$ cat config.mk
export PLATFORM = sky130hd
export DESIGN_NAME = masked_decode_top
export DESIGN_NICKNAME = d
export VERILOG_FILES = /design/src/hw/masked_decode_pkg.sv /design/src/hw/coeff_dispatch.sv /design/src/hw/mask_prng.sv /design/src/hw/masked_bit_decode.sv /design/src/hw/masked_decode_top.sv /design/src/hw/msg_pack.sv
export VERILOG_INCLUDE_DIRS = /design/src /design/src/include
export SDC_FILE = /design/constraint.sdc
export NUM_CORES = 2
export LEC_CHECK = 0
export BUFFER_PORTS_ARGS = -buffer_cell sky130_fd_sc_hd__buf_2
export CAP_MARGIN = 10
export CORE_ASPECT_RATIO = 1.1
export CORE_UTILIZATION = 48
export CTS_CLUSTER_SIZE = 14
export DETAILED_ROUTE_END_ITERATION = 7
export GPL_TIMING_DRIVEN = 0
export SLEW_MARGIN = 30
export SYNTH_ARGS = -nofsm -noshare
export SYNTH_HDL_FRONTEND = slang
export SYNTH_SLANG_ARGS = --single-unit
$ cat constraint.sdc
create_clock -name clk -period 23.7 [get_ports clk]
set_input_delay 4.74 -clock clk [delete_from_list [all_inputs] [get_ports clk]]
set_output_delay 4.74 -clock clk [all_outputs]
set_load 0.05 [all_outputs]
$ cat src/include/masked_decode_settings.svh
`ifndef MASKED_DECODE_SETTINGS_SVH
`define MASKED_DECODE_SETTINGS_SVH

////////////////////////////////////////////////////////////
// Arithmetic
////////////////////////////////////////////////////////////

// Kyber modulus q
`define KYBER_Q 3329

// Width of one arithmetic share
`define COEFF_W 16

// Lanes work modulo 2^13
`define QBITS2 13

////////////////////////////////////////////////////////////
// Structure and timing
////////////////////////////////////////////////////////////

// Coefficients decoded side by side
`define N_LANES 4

// Launch to bit_valid in cycles
`define LANE_LATENCY 6

// One-band is DEC_LO up to DEC_HI - 1
`define DEC_LO 833
`define DEC_HI 2497

// LFSR start state, must be nonzero
`define PRNG_SEED 64'hC3A5_1F7E_9B24_6D81

`endif

$ cat src/hw/masked_decode_pkg.sv
`default_nettype none

`include "masked_decode_settings.svh"

package masked_decode_pkg;

  ////////////////////////////////////////////////////////////
  // Datapath types
  ////////////////////////////////////////////////////////////

  // One arithmetic share of a coefficient mod q
  typedef logic [`COEFF_W-1:0] coeff_t;

  // Fresh random word for one lane
  typedef logic [`COEFF_W-1:0] rand_t;

  // One decoded bit share per lane
  typedef logic [`N_LANES-1:0] batch_t;

  // One Boolean share of a message byte
  typedef logic [7:0] msg_byte_t;

endpackage

`default_nettype wire

$ cat src/hw/coeff_dispatch.sv
`timescale 1ns/1ps
`default_nettype none

`include "masked_decode_settings.svh"

module coeff_dispatch (
  input  wire                                      clk,
  input  wire                                      rst,
  input  wire                                      start,
  input  wire                                      coeff_valid,
  input  wire  masked_decode_pkg::coeff_t          coeff_a,
  input  wire  masked_decode_pkg::coeff_t          coeff_b,
  output logic                                     lane_go,
  output masked_decode_pkg::coeff_t [`N_LANES-1:0] lane_a,
  output masked_decode_pkg::coeff_t [`N_LANES-1:0] lane_b
);

  localparam int            CW   = $clog2(`N_LANES);
  localparam logic [CW-1:0] LAST = CW'(`N_LANES - 1);

  // Slot counter
  logic [CW-1:0] cnt;
  logic [CW-1:0] slot;
  logic          fire;

  // Staging registers and their next value
  masked_decode_pkg::coeff_t [`N_LANES-1:0] stage_a;
  masked_decode_pkg::coeff_t [`N_LANES-1:0] stage_b;
  masked_decode_pkg::coeff_t [`N_LANES-1:0] next_a;
  masked_decode_pkg::coeff_t [`N_LANES-1:0] next_b;

  ////////////////////////////////////////////////////////////
  // Slot select
  ////////////////////////////////////////////////////////////

  always_comb begin
    // A coefficient arriving with start is slot 0 of the new message
    slot   = start ? '0 : cnt;
    fire   = coeff_valid && (slot == LAST);
    next_a = stage_a;
    next_b = stage_b;
    if (coeff_valid) begin
      next_a[slot] = coeff_a;
      next_b[slot] = coeff_b;
    end
  end

  ////////////////////////////////////////////////////////////
  // Control
  ////////////////////////////////////////////////////////////

  always_ff @(posedge clk) begin
    if (rst) begin
      cnt     <= '0;
      lane_go <= 1'b0;
    end else begin
      // Launch one cycle after the last slot fills
      lane_go <= fire;
      if (coeff_valid) begin
        cnt <= fire ? '0 : slot + 1'b1;
      end else if (start) begin
        cnt <= '0;
      end
    end
  end

  // Staging and batch output
  always_ff @(posedge clk) begin
    stage_a <= next_a;
    stage_b <= next_b;
    // Batch includes the share pair taken this cycle
    if (fire) begin
      lane_a <= next_a;
      lane_b <= next_b;
    end
  end

endmodule

`default_nettype wire

$ cat src/hw/mask_prng.sv
`timescale 1ns/1ps
`default_nettype none

`include "masked_decode_settings.svh"

module mask_prng (
  input  wire                                     clk,
  input  wire                                     rst,
  output masked_decode_pkg::rand_t [`N_LANES-1:0] rand_words
);

  // One full word per lane per cycle
  localparam int SW = `N_LANES * `COEFF_W;

  logic [SW-1:0] state;

  // Advance the register by its own width
  // so every output bit is replaced each cycle
  function automatic logic [SW-1:0] lfsr_advance(input logic [SW-1:0] s);
    logic [SW-1:0] t;
    logic          fb;
    t = s;
    for (int k = 0; k < SW; k++) begin
      // Taps 64 63 61 60, maximal length
      fb = t[SW-1] ^ t[SW-2] ^ t[SW-4] ^ t[SW-5];
      t  = {t[SW-2:0], fb};
    end
    return t;
  endfunction

  ////////////////////////////////////////////////////////////
  // State register
  ////////////////////////////////////////////////////////////

  always_ff @(posedge clk) begin
    if (rst) begin
      state <= SW'(`PRNG_SEED);
    end else begin
      state <= lfsr_advance(state);
    end
  end

  // Disjoint slices, lane i gets bits 16i and up
  assign rand_words = state;

endmodule

`default_nettype wire

$ cat src/hw/masked_bit_decode.sv
`timescale 1ns/1ps
`default_nettype none

`include "masked_decode_settings.svh"

module masked_bit_decode (
  input  wire                            clk,
  input  wire                            rst,
  input  wire                            go,
  input  wire masked_decode_pkg::coeff_t share_a,
  input  wire masked_decode_pkg::coeff_t share_b,
  input  wire masked_decode_pkg::rand_t  rand_word,
  output logic                           bit_valid,
  output logic                           bit_a,
  output logic                           bit_b
);

  localparam int           W    = `QBITS2;
  localparam int           K    = `LANE_LATENCY;
  localparam logic [W-1:0] Q_M  = W'(`KYBER_Q);
  localparam logic [W-1:0] LO_M = W'(`DEC_LO);
  localparam logic [W-1:0] HI_M = W'(`DEC_HI);

  // Masked sign of u + v mod 2^W
  // u and v are held by different shares, carry stays Boolean-shared
  // Carry is maj(u, v, c) = ((u ^ c) & (v ^ c)) ^ c, one ISW AND per bit
  function automatic logic [1:0] masked_msb(
    input logic [W-1:0] u,
    input logic [W-1:0] v,
    input logic [W-2:0] r
  );
    logic ca;
    logic cb;
    logic xa;
    logic xb;
    logic ya;
    logic yb;
    logic za;
    logic zb;
    ca = 1'b0;
    cb = 1'b0;
    for (int i = 0; i < W - 1; i++) begin
      // Shares of u ^ c and v ^ c
      xa = u[i] ^ ca;
      xb = cb;
      ya = ca;
      yb = v[i] ^ cb;
      // ISW AND refreshed by r[i]
      za = (xa & ya) ^ r[i];
      zb = (xb & yb) ^ ((r[i] ^ (xa & yb)) ^ (xb & ya));
      ca = za ^ ca;
      cb = zb ^ cb;
    end
    return {u[W-1] ^ ca, v[W-1] ^ cb};
  endfunction

  // One-hot valid pipe
  logic [K-1:0] valid_sr;

  // Stage registers
  logic [W-1:0] s0_y1;
  logic [W-1:0] s0_y2;
  logic [W-1:0] s1_y1;
  logic [W-1:0] s1_y2;
  logic         s1_k1;
  logic         s1_k2;
  logic [W-1:0] s2_y1;
  logic [W-1:0] s2_y2;
  logic         s2_k1;
  logic [W-1:0] s2_t1;
  logic [W-1:0] s2_t2;
  logic [W-1:0] s3_c1;
  logic [W-1:0] s3_c2;
  logic         s4_lo_a;
  logic         s4_lo_b;
  logic         s4_hi_a;
  logic         s4_hi_b;

  // Last cycle's random word, unused by the item now in stage 4
  masked_decode_pkg::rand_t rand_q;

  // Masked sign bit sharings
  logic [1:0] wrap_sh;
  logic [1:0] lo_sh;
  logic [1:0] hi_sh;

  assign bit_valid = valid_sr[K-1];

  always_ff @(posedge clk) begin
    if (rst) begin
      valid_sr <= '0;
    end else begin
      valid_sr <= {valid_sr[K-2:0], go};
    end
  end

  always_ff @(posedge clk) begin
    rand_q <= rand_word;
  end

  ////////////////////////////////////////////////////////////
  // Stage 0 to 3, sharing mod q to sharing mod 2^13
  ////////////////////////////////////////////////////////////

  // Share sum minus q is negative when no wrap happened
  assign wrap_sh = masked_msb(s0_y1 - Q_M, s0_y2, rand_word[W-2:0]);

  always_ff @(posedge clk) begin
    // Re-split with a fresh mask, mask removed from share a first
    if (go) begin
      s0_y1 <= rand_word[W-1:0];
      s0_y2 <= (share_a[W-1:0] - rand_word[W-1:0]) + share_b[W-1:0];
    end
    // Wrap bit w = k1 ^ k2
    if (valid_sr[0]) begin
      s1_y1 <= s0_y1;
      s1_y2 <= s0_y2;
      s1_k1 <= ~wrap_sh[1];
      s1_k2 <= wrap_sh[0];
    end
    // Share b side of q * k2, masked by R
    if (valid_sr[1]) begin
      s2_y1 <= s1_y1;
      s2_y2 <= s1_y2;
      s2_k1 <= s1_k1;
      s2_t1 <= rand_word[`COEFF_W-1 -: W];
      s2_t2 <= (s1_k2 ? Q_M : '0) - rand_word[`COEFF_W-1 -: W];
    end
    // q * w = q * k1 + s * q * k2 with s = 1 - 2 * k1
    if (valid_sr[2]) begin
      s3_c1 <= s2_k1 ? (s2_y1 - Q_M + s2_t1) : (s2_y1 - s2_t1);
      s3_c2 <= s2_k1 ? (s2_y2 + s2_t2) : (s2_y2 - s2_t2);
    end
  end

  ////////////////////////////////////////////////////////////
  // Stage 4 and 5, threshold tests
  ////////////////////////////////////////////////////////////

  // Sign set means coefficient below the threshold
  assign lo_sh = masked_msb(s3_c1 - LO_M, s3_c2, rand_word[`COEFF_W-1 -: W-1]);
  assign hi_sh = masked_msb(s3_c1 - HI_M, s3_c2, rand_q[W-2:0]);

  always_ff @(posedge clk) begin
    if (valid_sr[3]) begin
      s4_lo_a <= lo_sh[1];
      s4_lo_b <= lo_sh[0];
      s4_hi_a <= hi_sh[1];
      s4_hi_b <= hi_sh[0];
    end
    // Low sign implies high sign so XOR gives the band test
    if (valid_sr[4]) begin
      bit_a <= (s4_lo_a ^ rand_word[0]) ^ s4_hi_a;
      bit_b <= (s4_lo_b ^ rand_word[0]) ^ s4_hi_b;
    end
  end

endmodule

`default_nettype wire

$ cat src/hw/masked_decode_top.sv
`timescale 1ns/1ps
`default_nettype none

`include "masked_decode_settings.svh"

module masked_decode_top (
  input  wire                               clk,
  input  wire                               rst,
  input  wire                               start,
  input  wire                               coeff_valid,
  input  wire  masked_decode_pkg::coeff_t   coeff_a,
  input  wire  masked_decode_pkg::coeff_t   coeff_b,
  output logic                              msg_valid,
  output masked_decode_pkg::msg_byte_t      msg_a,
  output masked_decode_pkg::msg_byte_t      msg_b
);

  // Fresh randomness, one word per lane
  masked_decode_pkg::rand_t [`N_LANES-1:0] rand_words;

  // Batch launch
  logic                                     lane_go;
  masked_decode_pkg::coeff_t [`N_LANES-1:0] lane_a;
  masked_decode_pkg::coeff_t [`N_LANES-1:0] lane_b;

  // Lane results
  masked_decode_pkg::batch_t lane_valid;
  masked_decode_pkg::batch_t bits_a;
  masked_decode_pkg::batch_t bits_b;

  mask_prng u_mask_prng (
    .clk        (clk),
    .rst        (rst),
    .rand_words (rand_words)
  );

  coeff_dispatch u_coeff_dispatch (
    .clk         (clk),
    .rst         (rst),
    .start       (start),
    .coeff_valid (coeff_valid),
    .coeff_a     (coeff_a),
    .coeff_b     (coeff_b),
    .lane_go     (lane_go),
    .lane_a      (lane_a),
    .lane_b      (lane_b)
  );

  ////////////////////////////////////////////////////////////
  // Masked lanes, all launched together
  ////////////////////////////////////////////////////////////

  for (genvar i = 0; i < `N_LANES; i++) begin : g_lane
    masked_bit_decode u_lane (
      .clk       (clk),
      .rst       (rst),
      .go        (lane_go),
      .share_a   (lane_a[i]),
      .share_b   (lane_b[i]),
      .rand_word (rand_words[i]),
      .bit_valid (lane_valid[i]),
      .bit_a     (bits_a[i]),
      .bit_b     (bits_b[i])
    );
  end

  // Lanes run in lockstep, lane 0 strobe stands for the batch
  msg_pack u_msg_pack (
    .clk         (clk),
    .rst         (rst),
    .start       (start),
    .batch_valid (lane_valid[0]),
    .batch_a     (bits_a),
    .batch_b     (bits_b),
    .msg_valid   (msg_valid),
    .msg_a       (msg_a),
    .msg_b       (msg_b)
  );

endmodule

`default_nettype wire

$ cat src/hw/msg_pack.sv
`timescale 1ns/1ps
`default_nettype none

module msg_pack (
  input  wire                               clk,
  input  wire                               rst,
  input  wire                               start,
  input  wire                               batch_valid,
  input  wire  masked_decode_pkg::batch_t   batch_a,
  input  wire  masked_decode_pkg::batch_t   batch_b,
  output logic                              msg_valid,
  output masked_decode_pkg::msg_byte_t      msg_a,
  output masked_decode_pkg::msg_byte_t      msg_b
);

  // Low nibble held
  logic half;

  // Low nibble shares
  masked_decode_pkg::batch_t lo_a;
  masked_decode_pkg::batch_t lo_b;

  ////////////////////////////////////////////////////////////
  // Byte half tracking
  ////////////////////////////////////////////////////////////

  always_ff @(posedge clk) begin
    if (rst) begin
      half      <= 1'b0;
      msg_valid <= 1'b0;
    end else begin
      msg_valid <= 1'b0;
      // Batch seen with start belongs to the old message
      if (start) begin
        half <= 1'b0;
      end else if (batch_valid) begin
        half      <= ~half;
        msg_valid <= half;
      end
    end
  end

  ////////////////////////////////////////////////////////////
  // Byte assembly, LSB first
  ////////////////////////////////////////////////////////////

  always_ff @(posedge clk) begin
    if (batch_valid && !half) begin
      lo_a <= batch_a;
      lo_b <= batch_b;
    end
    // Second batch is the high nibble
    if (batch_valid && half) begin
      msg_a <= {batch_a, lo_a};
      msg_b <= {batch_b, lo_b};
    end
  end

endmodule

`default_nettype wire

==> impl_metrics.env <==
export IMPL_numCtsBuffers=101
export IMPL_rsz0062_at_grt="no"
export IMPL_drtIter0Drc=2015
export IMPL_cp_common_cell="xnor2_1"
export IMPL_hp_start="g_lane[1].u_lane.s1_y2[7]"
export IMPL_hold_end="g_lane[1].u_lane.s2_y2[7]"
export IMPL_ys_warn_count=0
export IMPL_ff2ff_setup_slack_ns=10.93
export IMPL_tns_ns=0
export IMPL_dp_hpwl_mm=94.0
export IMPL_wire_per_inst_um=16.9
export IMPL_yosys_top_cells_area="edfxtp_1 35%, ha_1 12%, xnor2_1 12%, dfxtp_1 7.8%, xor2_1 5.4%"
export IMPL_htree_levels=3
export IMPL_critical_path_class="flip-flop to flip-flop"
export IMPL_synth_top_area_cell="edfxtp_1"
export IMPL_hold_path_class="flip-flop to flip-flop"
export IMPL_r2r_start="g_lane[2].u_lane.s3_c1[0]"
export IMPL_post_route_util_pct=53.6
export IMPL_slew_headroom_pct=39.9
export IMPL_clock_sinks=911
export IMPL_clock_skew_final_ns=0.0387
export IMPL_cp_slowest_stage_delay_ns=0.65
export IMPL_status="completed"
export IMPL_ys_flop_type="edfxtp_1"
export IMPL_cp_arrival_ns=13.18
export IMPL_clk_pin_slew_worst_paths_ns=0.06
export IMPL_setup_viol=0
export IMPL_ctsHoldBuffers=0
export IMPL_drive_gt1_share_pct=7.91
export IMPL_cp_end_kind="flip-flop"
export IMPL_die_h_um=367
export IMPL_clock_path_buffers=3
export IMPL_use_met3_pct=2.33
export IMPL_whs_path_depth=0
export IMPL_start_util_pct=48.5
export IMPL_hold_violations=0
export IMPL_via_per_inst=4.99
export IMPL_insertion_delay_ns=0.69
export IMPL_cap_violations=0
export IMPL_cp_start_kind="flip-flop"
export IMPL_grt_pass1_wl_mm=192
export IMPL_async_flop_share_pct=0
export IMPL_period_share_pct=53.9
export IMPL_ys_seq_elements=911
export IMPL_tightestPinTransition_ns=0.902
export IMPL_use_met2_pct=34.4
export IMPL_placedCellCount=6965
export IMPL_synth_cell_types=85
export IMPL_die_width_um=334
export IMPL_portBuffers=44
export IMPL_nets=6120
export IMPL_slowest_stage="a2111oi_1"
export IMPL_vias=35706
export IMPL_cts_resized=0
export IMPL_grt_antenna_before_repair=7
export IMPL_synth_nets=5959
export IMPL_drt_pass1_iterations=7
export IMPL_grt_pass1_vias=35471
export IMPL_synth_edf_count=684
export IMPL_antenna_left=0
export IMPL_reg2reg_depth=54
export IMPL_wl_mm=121
export IMPL_die_area_um2=123000
export IMPL_boundaryPins=53
export IMPL_syn_area_per_cell_um2=11.0
export IMPL_yosysSeqAreaShare_pct=43.1
export IMPL_fin_cells=7156
export IMPL_area_delta_synth_final_pct=10.4
export IMPL_period_minus_slack_ns=12.77
export IMPL_worstPathMaxFanout=8
export IMPL_met1_usage_pct=26.7
export IMPL_grt_start_max_net_pins=67
export IMPL_clockRootBuffer="clkbuf_16"
export IMPL_busiest_layer="met2"
export IMPL_max_freq_ghz=0.0783
export IMPL_grt_usage_pct=20.0
export IMPL_cts_tree="built"
export IMPL_place_congestion=0.840
export IMPL_syn_area_um2=58200
export IMPL_core_area_um2=120000
export IMPL_grt_overflow=0
export IMPL_syn_inst=5287
export IMPL_critPathRequiredTime_ns=24.11
export IMPL_post_cts_buffers=0
export IMPL_rows=133
export IMPL_synth_top_cell_area_share_pct=35.3
export IMPL_rr_endpoint="g_lane[2].u_lane.s4_hi_b"
export IMPL_holdWs_ns=0.407
export IMPL_maxSlewViolCount=0
export IMPL_drc_errors=0
-- cells by family after synthesis --
group | count (synthesis) | share of synthesized area [%]
flops | 911 | 43.1
compound gates | 547 | 6.07
xor+xnor | 1255 | 20.4
mux | 130 | 2.50
fa+ha+maj | 636 | 14.4
buf+inv | 783 | 5.15
simple gates | 1025 | 8.33
-- worst max-delay path: cells and delay by family (launching register included) --
family / cells / cell delay, ns
and+or+nand+nor: 8 / 1.57
xor gates and xnor gates: 28 / 6.38
AOI/OAI and AO/OA: 3 / 0.89
adders and majority gates: 11 / 2.76
DFF: 1 / 0.39
buffers and inverters: 4 / 0.50
-- cell usage after synthesis, types with 7 or more instances --
cell type and count:
nor3b_1 12, edfxtp_1 684, a31oi_1 48, o21bai_1 80, nand3b_1 8, xnor3_1 33, xor2_1 358, o21a_1 13
nand3_1 72, xnor2_1 819, nor2_1 388, buf_2 18, nand2_1 199, and2_1 21, nor4_1 25, o31a_1 7
or4_1 12, nand4_1 9, nand2b_1 94, xnor2_2 25, nor4b_1 7, dfxtp_1 227, mux2_2 113, o211ai_1 14
nor2b_1 51, nor3_1 73, or3_1 15, and3_1 23, a21boi_0 9, o21ai_0 84, a21oi_1 182, clkbuf_1 77
inv_1 672, a211oi_1 7, ha_1 576, a21o_1 32, fa_1 60, xor2_2 8, mux2i_1 16
-- layer usage --
metal  up-vias  routed length, um
li1      18108                  -
met1     16965              56200
met2       482              58300
met3       151               3970
met4         0               2560
met5         -                  0
-- flip-flops by register name, summed over array words and instances (netlist names), 6 cells and up --
register,count
u_coeff_dispatch.stage_b,52
g_lane.u_lane.s0_y2,52
g_lane.u_lane.s0_y1,52
u_coeff_dispatch.lane_b,52
g_lane.u_lane.rand_q,48
g_lane.u_lane.valid_sr,6
g_lane.u_lane.s2_t2,52
g_lane.u_lane.s1_y1,52
u_coeff_dispatch.stage_a,52
g_lane.u_lane.s1_y2,52
g_lane.u_lane.s3_c2,52
u_msg_pack.msg_a,8
u_mask_prng.rand_words,64
u_msg_pack.msg_b,8
g_lane.u_lane.s2_y1,52
u_coeff_dispatch.lane_a,52
g_lane.u_lane.s2_t1,52
g_lane.u_lane.s3_c1,52
g_lane.u_lane.s2_y2,52
-- how the worst max path moves through the flow --
stage,startpoint,endpoint,depth (start not counted),slack (ns)
finish,g_lane[2].u_lane.s3_c1[0],g_lane[2].u_lane.s4_hi_b,54,10.93
global route,g_lane[0].u_lane.s3_c1[0],g_lane[0].u_lane.s4_hi_b,53,9.65
CTS,g_lane[3].u_lane.s3_c1[0],g_lane[3].u_lane.s4_hi_b,54,10.81
detailed placement,g_lane[3].u_lane.s3_c1[0],g_lane[3].u_lane.s4_hi_b,54,10.90
global placement,g_lane[3].u_lane.s3_c1[0],g_lane[3].u_lane.s4_hi_b,54,11.11
floorplan,g_lane[2].u_lane.s3_c1[0],g_lane[2].u_lane.s4_lo_b,52,12.65
-- stage by stage --
step | worst slack [ns] | cell area [um^2]
CTS | 10.81 | 64200
global route | 9.65 | 64300
floorplan | 12.65 | 58200
global placement | 11.11 | 60500
finish | 10.93 | 64300
detailed placement | 10.90 | 60800
-- layout make-up --
class | instances | area, um^2
antenna | 1 | 2.50
buffer | 108 | 467
clock buffer | 139 | 2940
clock inverter | 51 | 469
fill | 10520 | 55700
inverter | 675 | 2540
multi-input combinational | 3593 | 30100
sequential | 911 | 25100
tap | 1620 | 2030
timing repair buffer | 58 | 568
-- placed cells by master, fill, tap and decap left out, types with 15 or more instances in the layout --
master / count
nand2_1: 199
fa_1: 60
mux2_2: 113
xnor3_1: 33
dfxtp_1: 222
nor2b_1: 51
clkbuf_1: 94
ha_1: 576
xnor2_1: 819
and2_1: 21
mux2i_1: 16
a21oi_1: 182
xnor2_2: 25
buf_2: 62
edfxtp_1: 684
nand3_1: 72
clkbuf_16: 107
o21bai_1: 80
nor2_1: 388
nor3_1: 73
nor4_1: 24
a31oi_1: 48
clkinv_2: 20
xor2_1: 358
or3_1: 15
inv_1: 671
o21ai_0: 84
and3_1: 23
nand2b_1: 94
a21o_1: 32
Power is not shown: default switching activity piles up to over one toggle a cycle in this logic, so the estimate is an artifact.
